## src/include/pixel_cfg.svh

```systemverilog
`ifndef PIXEL_CFG_SVH
`define PIXEL_CFG_SVH

// Block geometry
`define PIX_ROWS        4
`define PIX_KH_MAX      3

// Loop bounds
`define PIX_CI_MAX      4
`define PIX_XW_MAX      8
`define PIX_XH_MAX      16

// Stream word layout
`define PIX_WORD_BITS   8
`define PIX_S_WORDS     4

`define PIX_EDGE_WORDS  (`PIX_KH_MAX / 2)
`define PIX_RAM_DEPTH   (`PIX_CI_MAX * `PIX_XW_MAX)

`endif

```

## src/logic/pixel_pkg.sv

```systemverilog
`default_nettype none
`include "pixel_cfg.svh"

package pixel_pkg;

  // Field widths of the configuration word
  localparam int KH2_BITS = $clog2(`PIX_KH_MAX + 1);
  localparam int CI_BITS  = $clog2(`PIX_CI_MAX);
  localparam int XW_BITS  = $clog2(`PIX_XW_MAX);
  localparam int L_BITS   = $clog2(`PIX_XH_MAX / `PIX_ROWS);

  localparam int BEAT_BITS   = `PIX_S_WORDS * `PIX_WORD_BITS;
  localparam int CFG_PAD     = BEAT_BITS - KH2_BITS - CI_BITS - XW_BITS - L_BITS;
  localparam int GROUP_WORDS = `PIX_ROWS + `PIX_EDGE_WORDS;
  localparam int RAM_AW      = $clog2(`PIX_RAM_DEPTH);

  typedef logic [`PIX_WORD_BITS-1:0] pix_word_t;

  // Loop counts are stored minus one
  typedef struct packed {
    logic [CFG_PAD-1:0]  pad;
    logic [L_BITS-1:0]   l_last;
    logic [XW_BITS-1:0]  w_last;
    logic [CI_BITS-1:0]  ci_last;
    logic [KH2_BITS-1:0] kh2;
  } pix_cfg_t;

  // First beat of a frame is configuration, the rest are pixels
  typedef union packed {
    pix_word_t [`PIX_S_WORDS-1:0] pix;
    pix_cfg_t                     cfg;
  } s_beat_u;

  typedef pix_word_t [`PIX_ROWS-1:0] rows_t;

  // Column group from the gearbox, unused words are zero
  typedef struct packed {
    pix_word_t [GROUP_WORDS-1:0] words;
    logic                        last;
  } group_t;

endpackage

`default_nettype wire

```

## src/logic/word_adapter.sv

```systemverilog
`default_nettype none
`include "pixel_cfg.svh"

module word_adapter #(
  parameter int M_WORDS = `PIX_ROWS
) (
  input  wire logic                     aclk,
  input  wire logic                     aresetn,
  input  wire logic                     i_s_valid,
  input  wire logic                     i_s_last,
  input  wire pixel_pkg::s_beat_u       i_s_data,
  input  wire logic [`PIX_S_WORDS-1:0]  i_s_keep,
  output logic                          o_s_ready,
  output logic                          o_m_valid,
  output pixel_pkg::group_t             o_m_group,
  input  wire logic                     i_m_ready
);

  // Room for one partial group plus a full input beat
  localparam int BUF_WORDS = M_WORDS + `PIX_S_WORDS - 1;
  localparam int CNT_BITS  = $clog2(BUF_WORDS + 1);
  localparam logic [CNT_BITS-1:0] M_CNT = CNT_BITS'(M_WORDS);

  pixel_pkg::pix_word_t [BUF_WORDS-1:0] stage_q;
  pixel_pkg::pix_word_t [BUF_WORDS-1:0] stage_d;
  logic [CNT_BITS-1:0] count_q;
  logic [CNT_BITS-1:0] count_d;
  logic flush_q;
  logic flush_d;
  logic push;
  logic pop;
  logic group_last;

  // Stall input while a full group or the flush is pending
  assign o_s_ready  = (count_q < M_CNT) && !flush_q;
  assign o_m_valid  = (count_q >= M_CNT) || (flush_q && (count_q != '0));
  assign group_last = flush_q && (count_q <= M_CNT);

  assign push = i_s_valid && o_s_ready;
  assign pop  = o_m_valid && i_m_ready;

  always_comb begin
    stage_d = stage_q;
    count_d = count_q;
    flush_d = flush_q;
    if (pop) begin
      stage_d = stage_q >> (M_WORDS * `PIX_WORD_BITS);
      count_d = (count_q > M_CNT) ? count_q - M_CNT : '0;
      if (group_last) begin
        flush_d = 1'b0;
      end
    end else if (push) begin
      // Pack kept words in order behind the ones already staged
      for (int i = 0; i < `PIX_S_WORDS; i++) begin
        if (i_s_keep[i]) begin
          stage_d[count_d] = i_s_data.pix[i];
          count_d          = count_d + 1'b1;
        end
      end
      flush_d = i_s_last;
    end
  end

  always_comb begin
    o_m_group = '0;
    for (int i = 0; i < M_WORDS; i++) begin
      if (CNT_BITS'(i) < count_q) begin
        o_m_group.words[i] = stage_q[i];
      end
    end
    o_m_group.last = group_last;
  end

  always_ff @(posedge aclk) begin
    if (!aresetn) begin
      count_q <= '0;
      flush_q <= 1'b0;
    end else begin
      count_q <= count_d;
      flush_q <= flush_d;
    end
  end

  always_ff @(posedge aclk) begin
    stage_q <= stage_d;
  end

endmodule

`default_nettype wire

```

## src/logic/loop_counter.sv

```systemverilog
`default_nettype none

module loop_counter #(
  parameter int W = 2
) (
  input  wire logic         aclk,
  input  wire logic         aresetn,
  input  wire logic         i_load,
  input  wire logic         i_en,
  input  wire logic [W-1:0] i_max,
  output logic [W-1:0]      o_count,
  output logic              o_first,
  output logic              o_last,
  output logic              o_last_clk
);

  assign o_first    = (o_count == '0);
  assign o_last     = (o_count == i_max);
  // Steps the next loop level out
  assign o_last_clk = i_en && o_last;

  always_ff @(posedge aclk) begin
    if (!aresetn) begin
      o_count <= '0;
    end else if (i_load) begin
      o_count <= '0;
    end else if (i_en) begin
      o_count <= o_last ? '0 : o_count + 1'b1;
    end
  end

endmodule

`default_nettype wire

```

## src/logic/edge_ram.sv

```systemverilog
`default_nettype none
`include "pixel_cfg.svh"

module edge_ram (
  input  wire logic                                        aclk,
  input  wire logic                                        i_en,
  input  wire logic                                        i_we,
  input  wire logic [pixel_pkg::RAM_AW-1:0]                i_addr,
  input  wire pixel_pkg::pix_word_t [`PIX_EDGE_WORDS-1:0]  i_din,
  output pixel_pkg::pix_word_t [`PIX_EDGE_WORDS-1:0]       o_dout
);

  // One entry of bottom rows per (w, ci) column
  pixel_pkg::pix_word_t [`PIX_EDGE_WORDS-1:0] mem [`PIX_RAM_DEPTH];

  // Read first, so a write replaces the output word
  always_ff @(posedge aclk) begin
    if (i_en) begin
      if (i_we) begin
        mem[i_addr] <= i_din;
      end
      o_dout <= mem[i_addr];
    end
  end

endmodule

`default_nettype wire

```

## src/logic/pixel_shifter.sv

```systemverilog
`default_nettype none
`include "pixel_cfg.svh"

module pixel_shifter (
  input  wire logic                     aclk,
  input  wire logic                     aresetn,
  output logic                          o_s_ready,
  input  wire logic                     i_s_valid,
  input  wire logic                     i_s_last,
  input  wire pixel_pkg::s_beat_u       i_s_data,
  input  wire logic [`PIX_S_WORDS-1:0]  i_s_keep,
  input  wire logic                     i_m_ready,
  output logic                          o_m_valid,
  output logic                          o_m_last,
  output pixel_pkg::rows_t              o_m_data
);

  localparam int ROWS        = `PIX_ROWS;
  localparam int EDGE        = `PIX_EDGE_WORDS;
  localparam int SHIFT_WORDS = ROWS + 2 * EDGE;
  localparam int KH_BITS     = $clog2(2 * EDGE + 1);

  typedef enum logic [1:0] {SET, PASS, BLOCK} state_t;

  state_t state_q;
  pixel_pkg::pix_cfg_t cfg_q;
  pixel_pkg::pix_cfg_t cfg_in;
  logic use_rows;
  logic cfg_beat;
  logic s_last_beat;
  logic m_last_beat;

  logic ro_s_valid, ro_s_ready, ro_m_valid, ro_m_ready;
  logic re_s_valid, re_s_ready, re_m_valid, re_m_ready;
  pixel_pkg::group_t ro_group;
  pixel_pkg::group_t re_group;
  pixel_pkg::group_t grp;
  logic grp_valid;

  logic en_shift, en_kh, en_copy, load_cnt;
  logic [KH_BITS-1:0] kh_max;
  logic last_kh, last_clk_kh;
  logic [pixel_pkg::CI_BITS-1:0] ci_cnt;
  logic [pixel_pkg::XW_BITS-1:0] w_cnt;
  logic last_clk_ci, last_clk_w, first_l, last_l;

  logic [pixel_pkg::RAM_AW-1:0] ram_addr, ram_addr_r, ram_addr_in;
  logic ram_ren, ram_wen, ram_ren_q;
  pixel_pkg::pix_word_t [EDGE-1:0] ram_dout, ram_hold_q, ram_dout_r;
  pixel_pkg::pix_word_t [EDGE-1:0] edge_top, edge_bot;

  logic copy_r, last_kh_r, last_clk_kh_r, grp_last_r, first_l_r, last_l_r;
  pixel_pkg::pix_word_t [pixel_pkg::GROUP_WORDS-1:0] grp_words_r;
  pixel_pkg::pix_word_t [SHIFT_WORDS-1:0] shift_q;
  logic m_last_q;

  assign cfg_beat    = (state_q == SET) && i_s_valid;
  assign s_last_beat = i_s_valid && o_s_ready && i_s_last;
  assign m_last_beat = o_m_valid && i_m_ready && o_m_last;
  assign use_rows    = (cfg_q.kh2 == '0);

  always_comb begin
    cfg_in = i_s_data.cfg;
    if (cfg_in.kh2 > pixel_pkg::KH2_BITS'(EDGE)) begin
      cfg_in.kh2 = '0;
    end
  end

  always_ff @(posedge aclk) begin
    if (!aresetn) begin
      state_q <= SET;
      cfg_q   <= '0;
    end else begin
      if (cfg_beat) begin
        cfg_q <= cfg_in;
      end
      case (state_q)
        SET:     if (cfg_beat) state_q <= PASS;
        PASS:    if (s_last_beat) state_q <= BLOCK;
        BLOCK:   if (m_last_beat) state_q <= SET;
        default: state_q <= SET;
      endcase
    end
  end

  // Input steering, only the selected gearbox sees the stream
  always_comb begin
    ro_s_valid = 1'b0;
    re_s_valid = 1'b0;
    case (state_q)
      SET: o_s_ready = 1'b1;
      PASS: begin
        o_s_ready  = use_rows ? ro_s_ready : re_s_ready;
        ro_s_valid = use_rows && i_s_valid;
        re_s_valid = !use_rows && i_s_valid;
      end
      default: o_s_ready = 1'b0;
    endcase
  end

  word_adapter #(
    .M_WORDS (ROWS)
  ) u_dw_rows (
    .aclk      (aclk),
    .aresetn   (aresetn),
    .i_s_valid (ro_s_valid),
    .i_s_last  (i_s_last),
    .i_s_data  (i_s_data),
    .i_s_keep  (i_s_keep),
    .o_s_ready (ro_s_ready),
    .o_m_valid (ro_m_valid),
    .o_m_group (ro_group),
    .i_m_ready (ro_m_ready)
  );

  word_adapter #(
    .M_WORDS (pixel_pkg::GROUP_WORDS)
  ) u_dw_edges (
    .aclk      (aclk),
    .aresetn   (aresetn),
    .i_s_valid (re_s_valid),
    .i_s_last  (i_s_last),
    .i_s_data  (i_s_data),
    .i_s_keep  (i_s_keep),
    .o_s_ready (re_s_ready),
    .o_m_valid (re_m_valid),
    .o_m_group (re_group),
    .i_m_ready (re_m_ready)
  );

  assign grp_valid  = use_rows ? ro_m_valid : re_m_valid;
  assign grp        = use_rows ? ro_group : re_group;
  assign ro_m_ready = use_rows && en_copy;
  assign re_m_ready = !use_rows && en_copy;

  // Kernel steps freely, waits at its last step for a group or the tail
  assign load_cnt = (state_q == SET);
  assign en_shift = (state_q != SET) && i_m_ready;
  assign en_kh    = en_shift && (!last_kh || grp_valid || m_last_q || grp_last_r);
  assign en_copy  = grp_valid && last_clk_kh;
  assign kh_max   = KH_BITS'(2 * cfg_q.kh2);

  loop_counter #(.W(KH_BITS)) u_cnt_kh (
    .aclk       (aclk),
    .aresetn    (aresetn),
    .i_load     (load_cnt),
    .i_en       (en_kh),
    .i_max      (kh_max),
    .o_count    (),
    .o_first    (),
    .o_last     (last_kh),
    .o_last_clk (last_clk_kh)
  );

  loop_counter #(.W(pixel_pkg::CI_BITS)) u_cnt_ci (
    .aclk       (aclk),
    .aresetn    (aresetn),
    .i_load     (load_cnt),
    .i_en       (last_clk_kh),
    .i_max      (cfg_q.ci_last),
    .o_count    (ci_cnt),
    .o_first    (),
    .o_last     (),
    .o_last_clk (last_clk_ci)
  );

  loop_counter #(.W(pixel_pkg::XW_BITS)) u_cnt_w (
    .aclk       (aclk),
    .aresetn    (aresetn),
    .i_load     (load_cnt),
    .i_en       (last_clk_ci),
    .i_max      (cfg_q.w_last),
    .o_count    (w_cnt),
    .o_first    (),
    .o_last     (),
    .o_last_clk (last_clk_w)
  );

  loop_counter #(.W(pixel_pkg::L_BITS)) u_cnt_l (
    .aclk       (aclk),
    .aresetn    (aresetn),
    .i_load     (load_cnt),
    .i_en       (last_clk_w),
    .i_max      (cfg_q.l_last),
    .o_count    (),
    .o_first    (first_l),
    .o_last     (last_l),
    .o_last_clk ()
  );

  // Halo stage, one cycle behind the copy to match the RAM read
  always_ff @(posedge aclk) begin
    if (!aresetn) begin
      copy_r        <= 1'b0;
      last_kh_r     <= 1'b0;
      last_clk_kh_r <= 1'b0;
      grp_last_r    <= 1'b0;
      first_l_r     <= 1'b0;
      last_l_r      <= 1'b0;
    end else if (en_shift) begin
      copy_r        <= en_copy;
      last_kh_r     <= last_kh;
      last_clk_kh_r <= last_clk_kh;
      grp_last_r    <= grp_valid && grp.last;
      first_l_r     <= first_l;
      last_l_r      <= last_l;
    end
  end

  always_ff @(posedge aclk) begin
    if (en_shift) begin
      grp_words_r <= grp.words;
      ram_addr_r  <= ram_addr;
    end
  end

  assign ram_addr    = pixel_pkg::RAM_AW'(w_cnt * `PIX_CI_MAX + ci_cnt);
  assign ram_ren     = en_copy && !first_l;
  assign ram_wen     = copy_r && !last_l_r && en_shift;
  assign ram_addr_in = ram_wen ? ram_addr_r : ram_addr;
  assign edge_bot    = grp_words_r[ROWS-1 -: EDGE];

  edge_ram u_edge_ram (
    .aclk   (aclk),
    .i_en   (ram_ren || ram_wen),
    .i_we   (ram_wen),
    .i_addr (ram_addr_in),
    .i_din  (edge_bot),
    .o_dout (ram_dout)
  );

  // Keep the read word once a stall or a later write moves the RAM output
  always_ff @(posedge aclk) begin
    if (!aresetn) begin
      ram_ren_q <= 1'b0;
    end else begin
      ram_ren_q <= ram_ren;
    end
  end

  always_ff @(posedge aclk) begin
    if (ram_ren_q) begin
      ram_hold_q <= ram_dout;
    end
  end

  assign ram_dout_r = ram_ren_q ? ram_dout : ram_hold_q;
  assign edge_top   = first_l_r ? '0 : ram_dout_r;

  // Top halo in the low words, one row down per kernel step
  always_ff @(posedge aclk) begin
    if (en_shift) begin
      if (copy_r) begin
        shift_q <= {grp_words_r, edge_top};
      end else begin
        shift_q <= shift_q >> `PIX_WORD_BITS;
      end
    end
  end

  always_comb begin
    for (int r = 0; r < ROWS; r++) begin
      o_m_data[r] = shift_q[r + EDGE - int'(cfg_q.kh2)];
    end
  end

  always_ff @(posedge aclk) begin
    if (!aresetn) begin
      o_m_valid <= 1'b0;
      m_last_q  <= 1'b0;
    end else if (m_last_beat) begin
      o_m_valid <= 1'b0;
      m_last_q  <= 1'b0;
    end else if (en_shift) begin
      if (copy_r) begin
        m_last_q <= grp_last_r;
      end
      // Valid is decided once per group, at the kernel wrap
      if (last_kh_r) begin
        o_m_valid <= copy_r;
      end
    end
  end

  assign o_m_last = m_last_q && last_clk_kh_r;

endmodule

`default_nettype wire

```

## config.mk

```make
export PLATFORM = sky130hd
export DESIGN_NAME = pixel_shifter
export DESIGN_NICKNAME = d
export VERILOG_FILES = /design/src/logic/pixel_pkg.sv /design/src/logic/word_adapter.sv /design/src/logic/loop_counter.sv /design/src/logic/edge_ram.sv /design/src/logic/pixel_shifter.sv
export VERILOG_INCLUDE_DIRS = /design/src /design/src/include
export SDC_FILE = /design/constraint.sdc
export NUM_CORES = 1
export LEC_CHECK = 0
export BUFFER_PORTS_ARGS = -buffer_cell sky130_fd_sc_hd__clkbuf_2
export CORE_ASPECT_RATIO = 1.25
export CORE_UTILIZATION = 57
export CTS_BUF_LIST = sky130_fd_sc_hd__clkbuf_4 sky130_fd_sc_hd__clkbuf_8 sky130_fd_sc_hd__clkbuf_16
export DETAILED_ROUTE_END_ITERATION = 6
export PLACE_DENSITY = 0.74
export RECOVER_POWER = 50
export SLEW_MARGIN = 20
export SYNTH_ARGS = -nofsm -noshare
export SYNTH_HDL_FRONTEND = slang
export SYNTH_SLANG_ARGS = --single-unit
```

## constraint.sdc

```tcl
create_clock -name aclk -period 4.4 [get_ports aclk]
set_input_delay 0.22 -clock aclk [delete_from_list [all_inputs] [get_ports aclk]]
set_output_delay 0.22 -clock aclk [all_outputs]
set_load 0.03 [all_outputs]
```

== Word level (Yosys, flattened, before mapping) ==
Memories as Yosys holds them, arrays and structs flattened. A register that Yosys moved wholly into a read port is not among the register bits.
Cells that the tools add are included.

* Memory bits (writable): 256
* Output and inout bits: 35
* Bits in latches: 0
* Input bits: 41
* Memories kept: 1
* ROM bits: 0
* Flip-flop bits (word level): 259
* Word-level logic and storage cells: 309

* Reduce and logical (&&, ||, !) cells: 66
* Div/mod/pow operators: 0
* Magnitude comparators: 38
* Multiply operators: 0
* $add $sub $neg: 19
* Equal/unequal tests: 11
* Mux-type cells: 122
* Shifts and indexed selects: 0
* Bitwise logic cells: 2

{| class="wikitable"
|+ Memory list
! memory !! words !! bits a word !! read ports !! clocked after Yosys merged registers in !! write ports !! RTL line !! RTL
|-
| u_edge_ram.mem || 32 || 8 || 1 || 1 || 1 || edge_ram.sv:14 || <nowiki>pixel_pkg::pix_word_t [`PIX_EDGE_WORDS-1:0] mem [`PIX_RAM_DEPTH];</nowiki>
|}

{| class="wikitable"
|+ Operators by type and width
! kind !! count
|-
| $mux W64 || 10
|-
| $mux W56 || 10
|-
| $bwmux W64 || 4
|-
| $bwmux W56 || 4
|-
| $mux W8 || 26
|-
| $demux W8 S3 || 8
|-
| $bmux W8 S3 || 4
|-
| $mux W24 || 4
|-
| $mux W4 || 13
|-
| $mux W3 || 14
|-
| $mux W40 || 1
|-
| $logic_and A1 B1 Y1 || 38
|-
| $mux W33 || 1
|-
| $add A4 B1 Y4 const B || 4
|-
| $ge A4 B1 Y1 const B || 4
|-
| $lt A3 B4 Y1 const B || 4
|-
| $lt A4 B4 Y1 const B || 4
|-
| $add A3 B1 Y3 const B || 5
|-
| $lt A3 B5 Y1 const B || 3
|-
| $mux W2 || 7
|-
| $mux W1 || 13
|-
| $ge A3 B1 Y1 const B || 4
|-
| $ne A2 B2 Y1 const B || 5
|-
| $lt A1 B4 Y1 const A || 2
|-
| other kinds (38) || 66
|}

== Longest topological paths before layout ==
* Word-level depth: 29
* Depth in mapped cells: 20
* Gate-level depth less buffers: 17

== Modules after synthesis ==
A second synthesis with hierarchy kept.

* Cells, all modules: 2524
* Area, all modules: 28917.7 sq um

{| class="wikitable"
|+ Modules (own cells, without submodules)
! module !! cells each !! area each (sq um) !! instances !! sequential area each (sq um)
|-
| edge_ram || 579 || 10288.6 || 1 || 7927.6
|-
| word_adapter at u_dw_edges || 758 || 6477.5 || 1 || 1621.6
|-
| pixel_shifter || 467 || 5993.2 || 1 || 3353.2
|-
| word_adapter at u_dw_rows || 650 || 5540.3 || 1 || 1441.4
|-
| loop_counter at u_cnt_ci ... || 15 || 132.6 || 3 || 40.0
|-
| loop_counter at u_cnt_w || 25 || 220.2 || 1 || 60.1
|}

== Worst setup path before layout ==
Ideal clock, no wire load.

* Path type: register -> register
* From: reg state_q[0]
* To: reg u_cnt_kh.o_count[1]
* Slack: -0.171 ns
* Clock period less this slack: 4.571 ns
* Library setup time: 0.087 ns
* Stages on the path, launching flop included: 10
* Arrival: 4.484 ns
* Data required time: 4.313 ns
* Buffers on the path: 5
* Path through: dfxtp_1 -> clkbuf_1 -> o21ai_1 -> buf_2 -> inv_2 -> buf_2 -> buf_1 -> clkbuf_1 -> a21oi_1 -> nor3_1

* Word-level cells in the longest chain between the ends: 3
* Elaborated cells on any way between the ends: 5
* Classes of those cells: 5 x reduce/logical

{| class="wikitable"
|+ Ends and longest elaborated chain
! element !! RTL line !! RTL
|-
| start, declared || pixel_shifter.sv:25 || <nowiki>state_t state_q;</nowiki>
|-
| start signal, assigned || pixel_shifter.sv:71 || <nowiki>state_q <= SET;</nowiki>
|-
| start signal, assigned || pixel_shifter.sv:78 || <nowiki>SET: if (cfg_beat) state_q <= PASS;</nowiki>
|-
| start signal, assigned || pixel_shifter.sv:79 || <nowiki>PASS: if (s_last_beat) state_q <= BLOCK;</nowiki>
|-
| $reduce_bool A2 Y1 || pixel_shifter.sv:138 || <nowiki>assign en_shift = (state_q != SET) && i_m_ready;</nowiki>
|-
| $logic_and A1 B1 Y1 || pixel_shifter.sv:138 ||
|-
| via en_shift || pixel_shifter.sv:40 || <nowiki>logic en_shift, en_kh, en_copy, load_cnt;</nowiki>
|-
| $logic_and A1 B1 Y1 || pixel_shifter.sv:139 || <nowiki>assign en_kh = en_shift && (!last_kh || grp_valid || m_last_q || grp_last_r);</nowiki>
|-
| end signal, assigned || loop_counter.sv:28 || <nowiki>o_count <= o_last ? '0 : o_count + 1'b1;</nowiki>
|-
| end, declared || loop_counter.sv:11 || <nowiki>output logic [W-1:0] o_count,</nowiki>
|}

The timed path passes the listed nets, and every way through them passes these cells.
A chain may end at the register's enable or synchronous reset.

== Final worst setup path ==
* From: reg u_dw_edges.count_q[1]
* To: reg u_dw_edges.stage_q[61] in the netlist's numbering

* Word-level cells in the longest chain between the ends: 18
* Elaborated cells on any way between the ends: 62
* Classes of those cells: 3 x add/sub; 10 x order compare; 32 x mux; 17 x reduce/logical

{| class="wikitable"
|+ Ends and longest elaborated chain
! element !! RTL line !! RTL
|-
| start, declared || word_adapter.sv:26 || <nowiki>logic [CNT_BITS-1:0] count_q;</nowiki>
|-
| start signal, assigned || word_adapter.sv:79 || <nowiki>count_q <= count_d;</nowiki>
|-
| $add A4 B1 Y4 (tied with other cells) || word_adapter.sv:57 || <nowiki>count_d = count_d + 1'b1;</nowiki>
|-
| $mux W4 or $logic_and A1 B1 Y1 (tied branches) || word_adapter.sv:55, word_adapter.sv:56 ||
|-
| $mux W4 or $mux W8 (tied branches) || word_adapter.sv:52, word_adapter.sv:56 ||
|-
| $mux W4 or $demux W8 S3 (tied branches) || -- ||
|-
| $add A4 B1 Y4 (tied with other cells) || word_adapter.sv:57 ||
|-
| $mux W4 (tied with other cells) || word_adapter.sv:55 || <nowiki>if (i_s_keep[i]) begin</nowiki>
|-
| $mux W4 (tied with other cells) || word_adapter.sv:52 || <nowiki>end else if (push) begin</nowiki>
|-
| $mux W4 (tied with other cells) || word_adapter.sv:46 || <nowiki>if (pop) begin</nowiki>
|-
| [2 not listed] || -- ||
|-
| $mux W4 (tied with other cells) || word_adapter.sv:52 ||
|-
| $mux W4 (tied with other cells) || word_adapter.sv:46 ||
|-
| $ge A4 B1 Y1 (implied by the code) (tied with other cells) || word_adapter.sv:56 || <nowiki>stage_d[count_d] = i_s_data.pix[i];</nowiki>
|-
| $logic_and A1 B1 Y1 (implied by the code) or $mux W64 (tied branches) || word_adapter.sv:56, word_adapter.sv:55 ||
|-
| $mux W8 (implied by the code) or $mux W64 (tied branches) || word_adapter.sv:56, word_adapter.sv:52 ||
|-
| $demux W8 S3 or $mux W64 (tied branches) || -- ||
|-
| $bwmux W64 || word_adapter.sv:56 ||
|-
| $mux W64 || word_adapter.sv:55 ||
|-
| end signal, assigned || word_adapter.sv:85 || <nowiki>stage_q <= stage_d;</nowiki>
|-
| end, declared || word_adapter.sv:24 || <nowiki>pixel_pkg::pix_word_t [BUF_WORDS-1:0] stage_q;</nowiki>
|}

Parallel ways exist; a longest one is shown, timed or not. The select of a mux whose other input is x is not followed.

==> run_results.csv <==
group,metric,value,unit
global_route,track_usage,0.375,
cts,clk_pin_slew,0.07,ns
sta,min_period_over_period,0.941,
die,num_rows,91,
synthesis,yosysSeqAreaShare,0.507,
die,coreArea,49500,um^2
critical_path,start_kind,"flop",
finish,finalNonFillerCells,3328,
critical_path,cp_max_fo,16,
route,avgRoutedWirePerCell,28.9,um
pwr,ir_worst_vdd,358,uV
finish,n_fill_cell,3974,
route,ant_nets,0,
cts,clock_latency,0.62,ns
critical_path,path_buf_inv,4,
sta,hold_viol,0,
sta,timing.fmax,242,MHz
job,max_cap_viol_count,9,
finish,final_layout_size_suffix_gt1_frac,0.172,
finish,final_nets,2696,
synthesis,ys_types,74,
route,drc_errors,1,
critical_path,cp_top_family,"adder cells",
pwr,swShare,0.261,
global_route,grt_pass1_vias,21800,
route,drt_iter0_markers,2339,
die,ioPinCount,76,
die,initial_core_util,0.578,
pwr,leakage,10.6,nW
global_route,grt_antenna_before_repair,1,
hold_path,min_path_cells,3,
status,violations,"DRC, capacitance limit, slew limit",
global_route,grt_max_degree,89,
cts,htree_levels,2,
critical_path,path_cells,"inv_1 -> ha_1 -> mux2i_4 -> inv_4 -> ha_1 -> mux2i_4 -> inv_4 -> ha_1 -> nor2b_1 -> a211o_1 -> inv_1 -> and3_1 -> ha_1 -> and2_1 -> a21oi_1 -> a21oi_1 -> o21ai_0",
sta,setup_ws,0.259,ns
critical_path,critPathRequiredTime,4.89,ns
critical_path,max_stage_delay,0.54,ns
critical_path,reg2reg_slack,0.26,ns
hold_path,hold_path.class,"in2reg",
die,dieArea,51200,um^2
pwr,power.switching,3.13,mW
synthesis,syn-cell-area,28600,um^2
critical_path,ff2ff_path_depth,17,
global_route,grt_pass1_wl,141000,um
pwr,power_density,381,nW/um^2
critical_path,cpMostUsedCell,"ha_1",
placed_design,placedCellCount,3231,
route,routed_wl,96200,um
synthesis,syn_inst,2637,
synthesis,synth_nets,2698,
sta,setup_violations,0,
synthesis,ys_ff_latch,523,
critical_path,worst-setup-path-type,"reg2reg",
placed_design,hpwl,66000,um
synthesis,avgSynthCellArea,10.9,um^2
route,vias_per_cell,6.83,
synthesis,ys.flop_type,"edfxtp_1",
die,chipWidth,203,um
sta,fin_crit,4.14,ns
finish,diodes,0,
critical_path,end_kind,"flop",
finish,syn2layout_area_growth,9.95,%
synthesis,yosys_warnings,0,
placed_design,port-buffer-count,75,
critical_path,arrival,4.63,ns
global_route,grt_remaining_overflow,0,
cts,cts_buffers,52,
placed_design,gp_congestion,0.958,
pwr,power.internal,8.86,mW
pwr,combPwrFrac,0.125,
sta,tightest_slew,2.65,ns
sta,clock_skew,0.0228,ns
synthesis,synth-edff-count,405,
critical_path,cp_slowest_cell,"and2_1",
sta,grt_setup_unrepaired,"false",
pwr,pwr-share-seq,0.478,
cts,cts_tree,"done",
sta,setup-tns-final,0,ns
route,via_count,22700,
pwr,clkPwrFrac,0.397,
status,status,"finished with violations",
critical_path,cp_num_cells,17,
cts,cts_root_buf,"clkbuf_16",
sta,slew_viol_final,368,
sta,slew_headroom,-0.766,
placed_design,dp_worst_setup_slack,0.334,ns
cts,cts_sinks,523,
route,dr.pass1.iters,7,
cts,cts.path.max_buffers,3,
die,die_h,253,um
synthesis,async_flop_share,0,
## cells in the final DEF, fill, tap and decap left out, types with 12 or more instances in the layout
master	n
a21boi_0	90
buf_4	66
nand3_1	78
o2111ai_1	34
nand2_1	239
o211a_1	44
edfxtp_1	405
clkbuf_16	52
and2_0	23
o22ai_1	28
nor2_1	77
and2_1	12
nor2b_1	15
a21oi_1	57
mux2i_1	168
o21ai_0	272
a22oi_1	14
a22o_1	32
inv_1	35
and3_1	101
o211ai_1	29
clkbuf_1	19
o221ai_1	29
dfxtp_1	117
clkbuf_2	75
or4_1	14
nand2b_1	16
nor3_1	56
ha_1	20
mux2_2	154
a211oi_1	62
## routing by layer
| metal | share of wire | vias up | GRT usage |
|---|---|---|---|
| li1 | - | 10100 | - |
| met1 | 0.35 | 11000 | 0.433 |
| met2 | 0.48 | 1287 | 0.629 |
| met3 | 0.081 | 387 | 0.0600 |
| met4 | 0.086 | 0 | 0.279 |
| met5 | 0 | - | 0 |
## per-stage QoR
| step | cell area, um^2 | power, mW | util | hold WS, ns |
|---|---|---|---|---|
| final | 31500 | 12.0 | 0.636 | 0.0313 |
| after global routing | 31500 | 12.3 | 0.636 | 0.0356 |
| after CTS | 31600 | 12.0 | 0.637 | 0.0118 |
| after detailed placement | 29700 | 7.28 | 0.600 | 0.450 |
| after global placement | 29700 | 7.23 | 0.600 | 0.443 |
| after floorplan | 28600 | 6.80 | - | 0.338 |
## worst register-to-register path, delay by kind of cell (launching register included)
family / cells / cell delay (ns)
AND/OR/NAND/NOR: 3 / 0.76
multiplexers: 2 / 0.63
flip-flops: 1 / 0.33
AO/OA/AOI/OAI: 4 / 0.67
adder cells (fa/ha/maj): 4 / 1.13
buffers and inverters: 4 / 0.50
## sequential cells by signal (all words and copies together) (netlist names), 3 cells and up
signal / flops
u_dw_edges.count_q: 4
u_edge_ram.o_dout: 8
u_dw_rows.stage_q: 56
ram_addr_r: 5
edge_bot: 8
u_cnt_w.o_count: 3
u_edge_ram.mem: 256
u_dw_rows.count_q: 3
cfg_q: 9
ram_hold_q: 8
shift_q: 48
u_dw_edges.stage_q: 64
grp_words_r: 32
## cell usage after synthesis, types with 8 or more instances
library cell	instances	area share
a211oi_1	63	0.017
a21boi_0	89	0.023
a21oi_1	57	0.010
a22o_1	32	0.0098
a22oi_1	14	0.0037
a311o_1	9	0.0031
a31oi_1	11	0.0024
and2_1	35	0.0076
and3_1	101	0.022
buf_1	18	0.0024
buf_2	31	0.0054
clkbuf_1	170	0.022
dfxtp_1	118	0.082
edfxtp_1	405	0.42
ha_1	20	0.0087
inv_1	35	0.0046
mux2_2	165	0.065
mux2i_1	168	0.059
nand2_1	240	0.031
nand2b_1	16	0.0035
nand3_1	78	0.014
nor2_1	77	0.010
nor2b_1	15	0.0033
nor3_1	57	0.010
nor3_2	10	0.0035
nor4_4	9	0.0067
o2111ai_1	34	0.010
o211a_1	44	0.015
o211ai_1	29	0.0076
o21a_1	8	0.0021
o21ai_0	273	0.048
o21ai_1	12	0.0021
o221ai_1	29	0.0089
o22ai_1	28	0.0061
or2_2	8	0.0017
or3_1	9	0.0020
or4_1	15	0.0039
xnor2_1	11	0.0034
xor2_1	11	0.0034
## final timing paths
path / from / endpoint
setup / recovery: u_dw_edges.count_q[1]$_SDFFE_PN0P_ / u_dw_edges.stage_q[61]$_SDFFE_PP0P_
hold / removal: aresetn / u_dw_edges.count_q[1]$_SDFFE_PN0P_
setup reg to reg: u_dw_edges.count_q[1]$_SDFFE_PN0P_ / u_dw_edges.stage_q[61]$_SDFFE_PP0P_
hold reg to reg: first_l_r$_SDFFE_PN0P_ / first_l_r$_SDFFE_PN0P_
## power by group through the flow
stage / combinational (mW) / clock (mW) / sequential (mW)
after floorplan: 1.06 / 0 / 5.75
after global placement: 1.41 / 0 / 5.82
after detailed placement: 1.46 / 0 / 5.82
after CTS: 1.46 / 4.78 / 5.72
after global routing: 1.61 / 4.96 / 5.74
final: 1.49 / 4.76 / 5.74
## cell families (layout without fill, tap and decap cells)
| kind of cell | Yosys count | after routing | synth area share |
|---|---|---|---|
| compound gates | 759 | 759 | 0.178 |
| simple gates | 707 | 707 | 0.131 |
| flops | 523 | 523 | 0.507 |
| mux | 336 | 336 | 0.126 |
| buf+inv | 261 | 301 | 0.0361 |
| xor+xnor | 31 | 31 | 0.0135 |
| fa+ha+maj | 20 | 20 | 0.00874 |
## final cells by class
class	count	area [um^2]	area share
repair buffers	165	1030	0.0328
well taps	651	815	0.0259
clock buffers	61	1410	0.0447
inverters	40	156	0.00497
clock inverters	35	423	0.0134
flip-flops and latches	523	14500	0.461
multi-input cells	1853	13100	0.417
## timing repair
item                                   CTS  global route
setup endpoints to repair                0             2
buffers inserted                         0             0
endpoints found under the hold margin    1             0
hold buffers                             1             0
resized for setup                        0             1
Power figures use the tool's default switching activity.
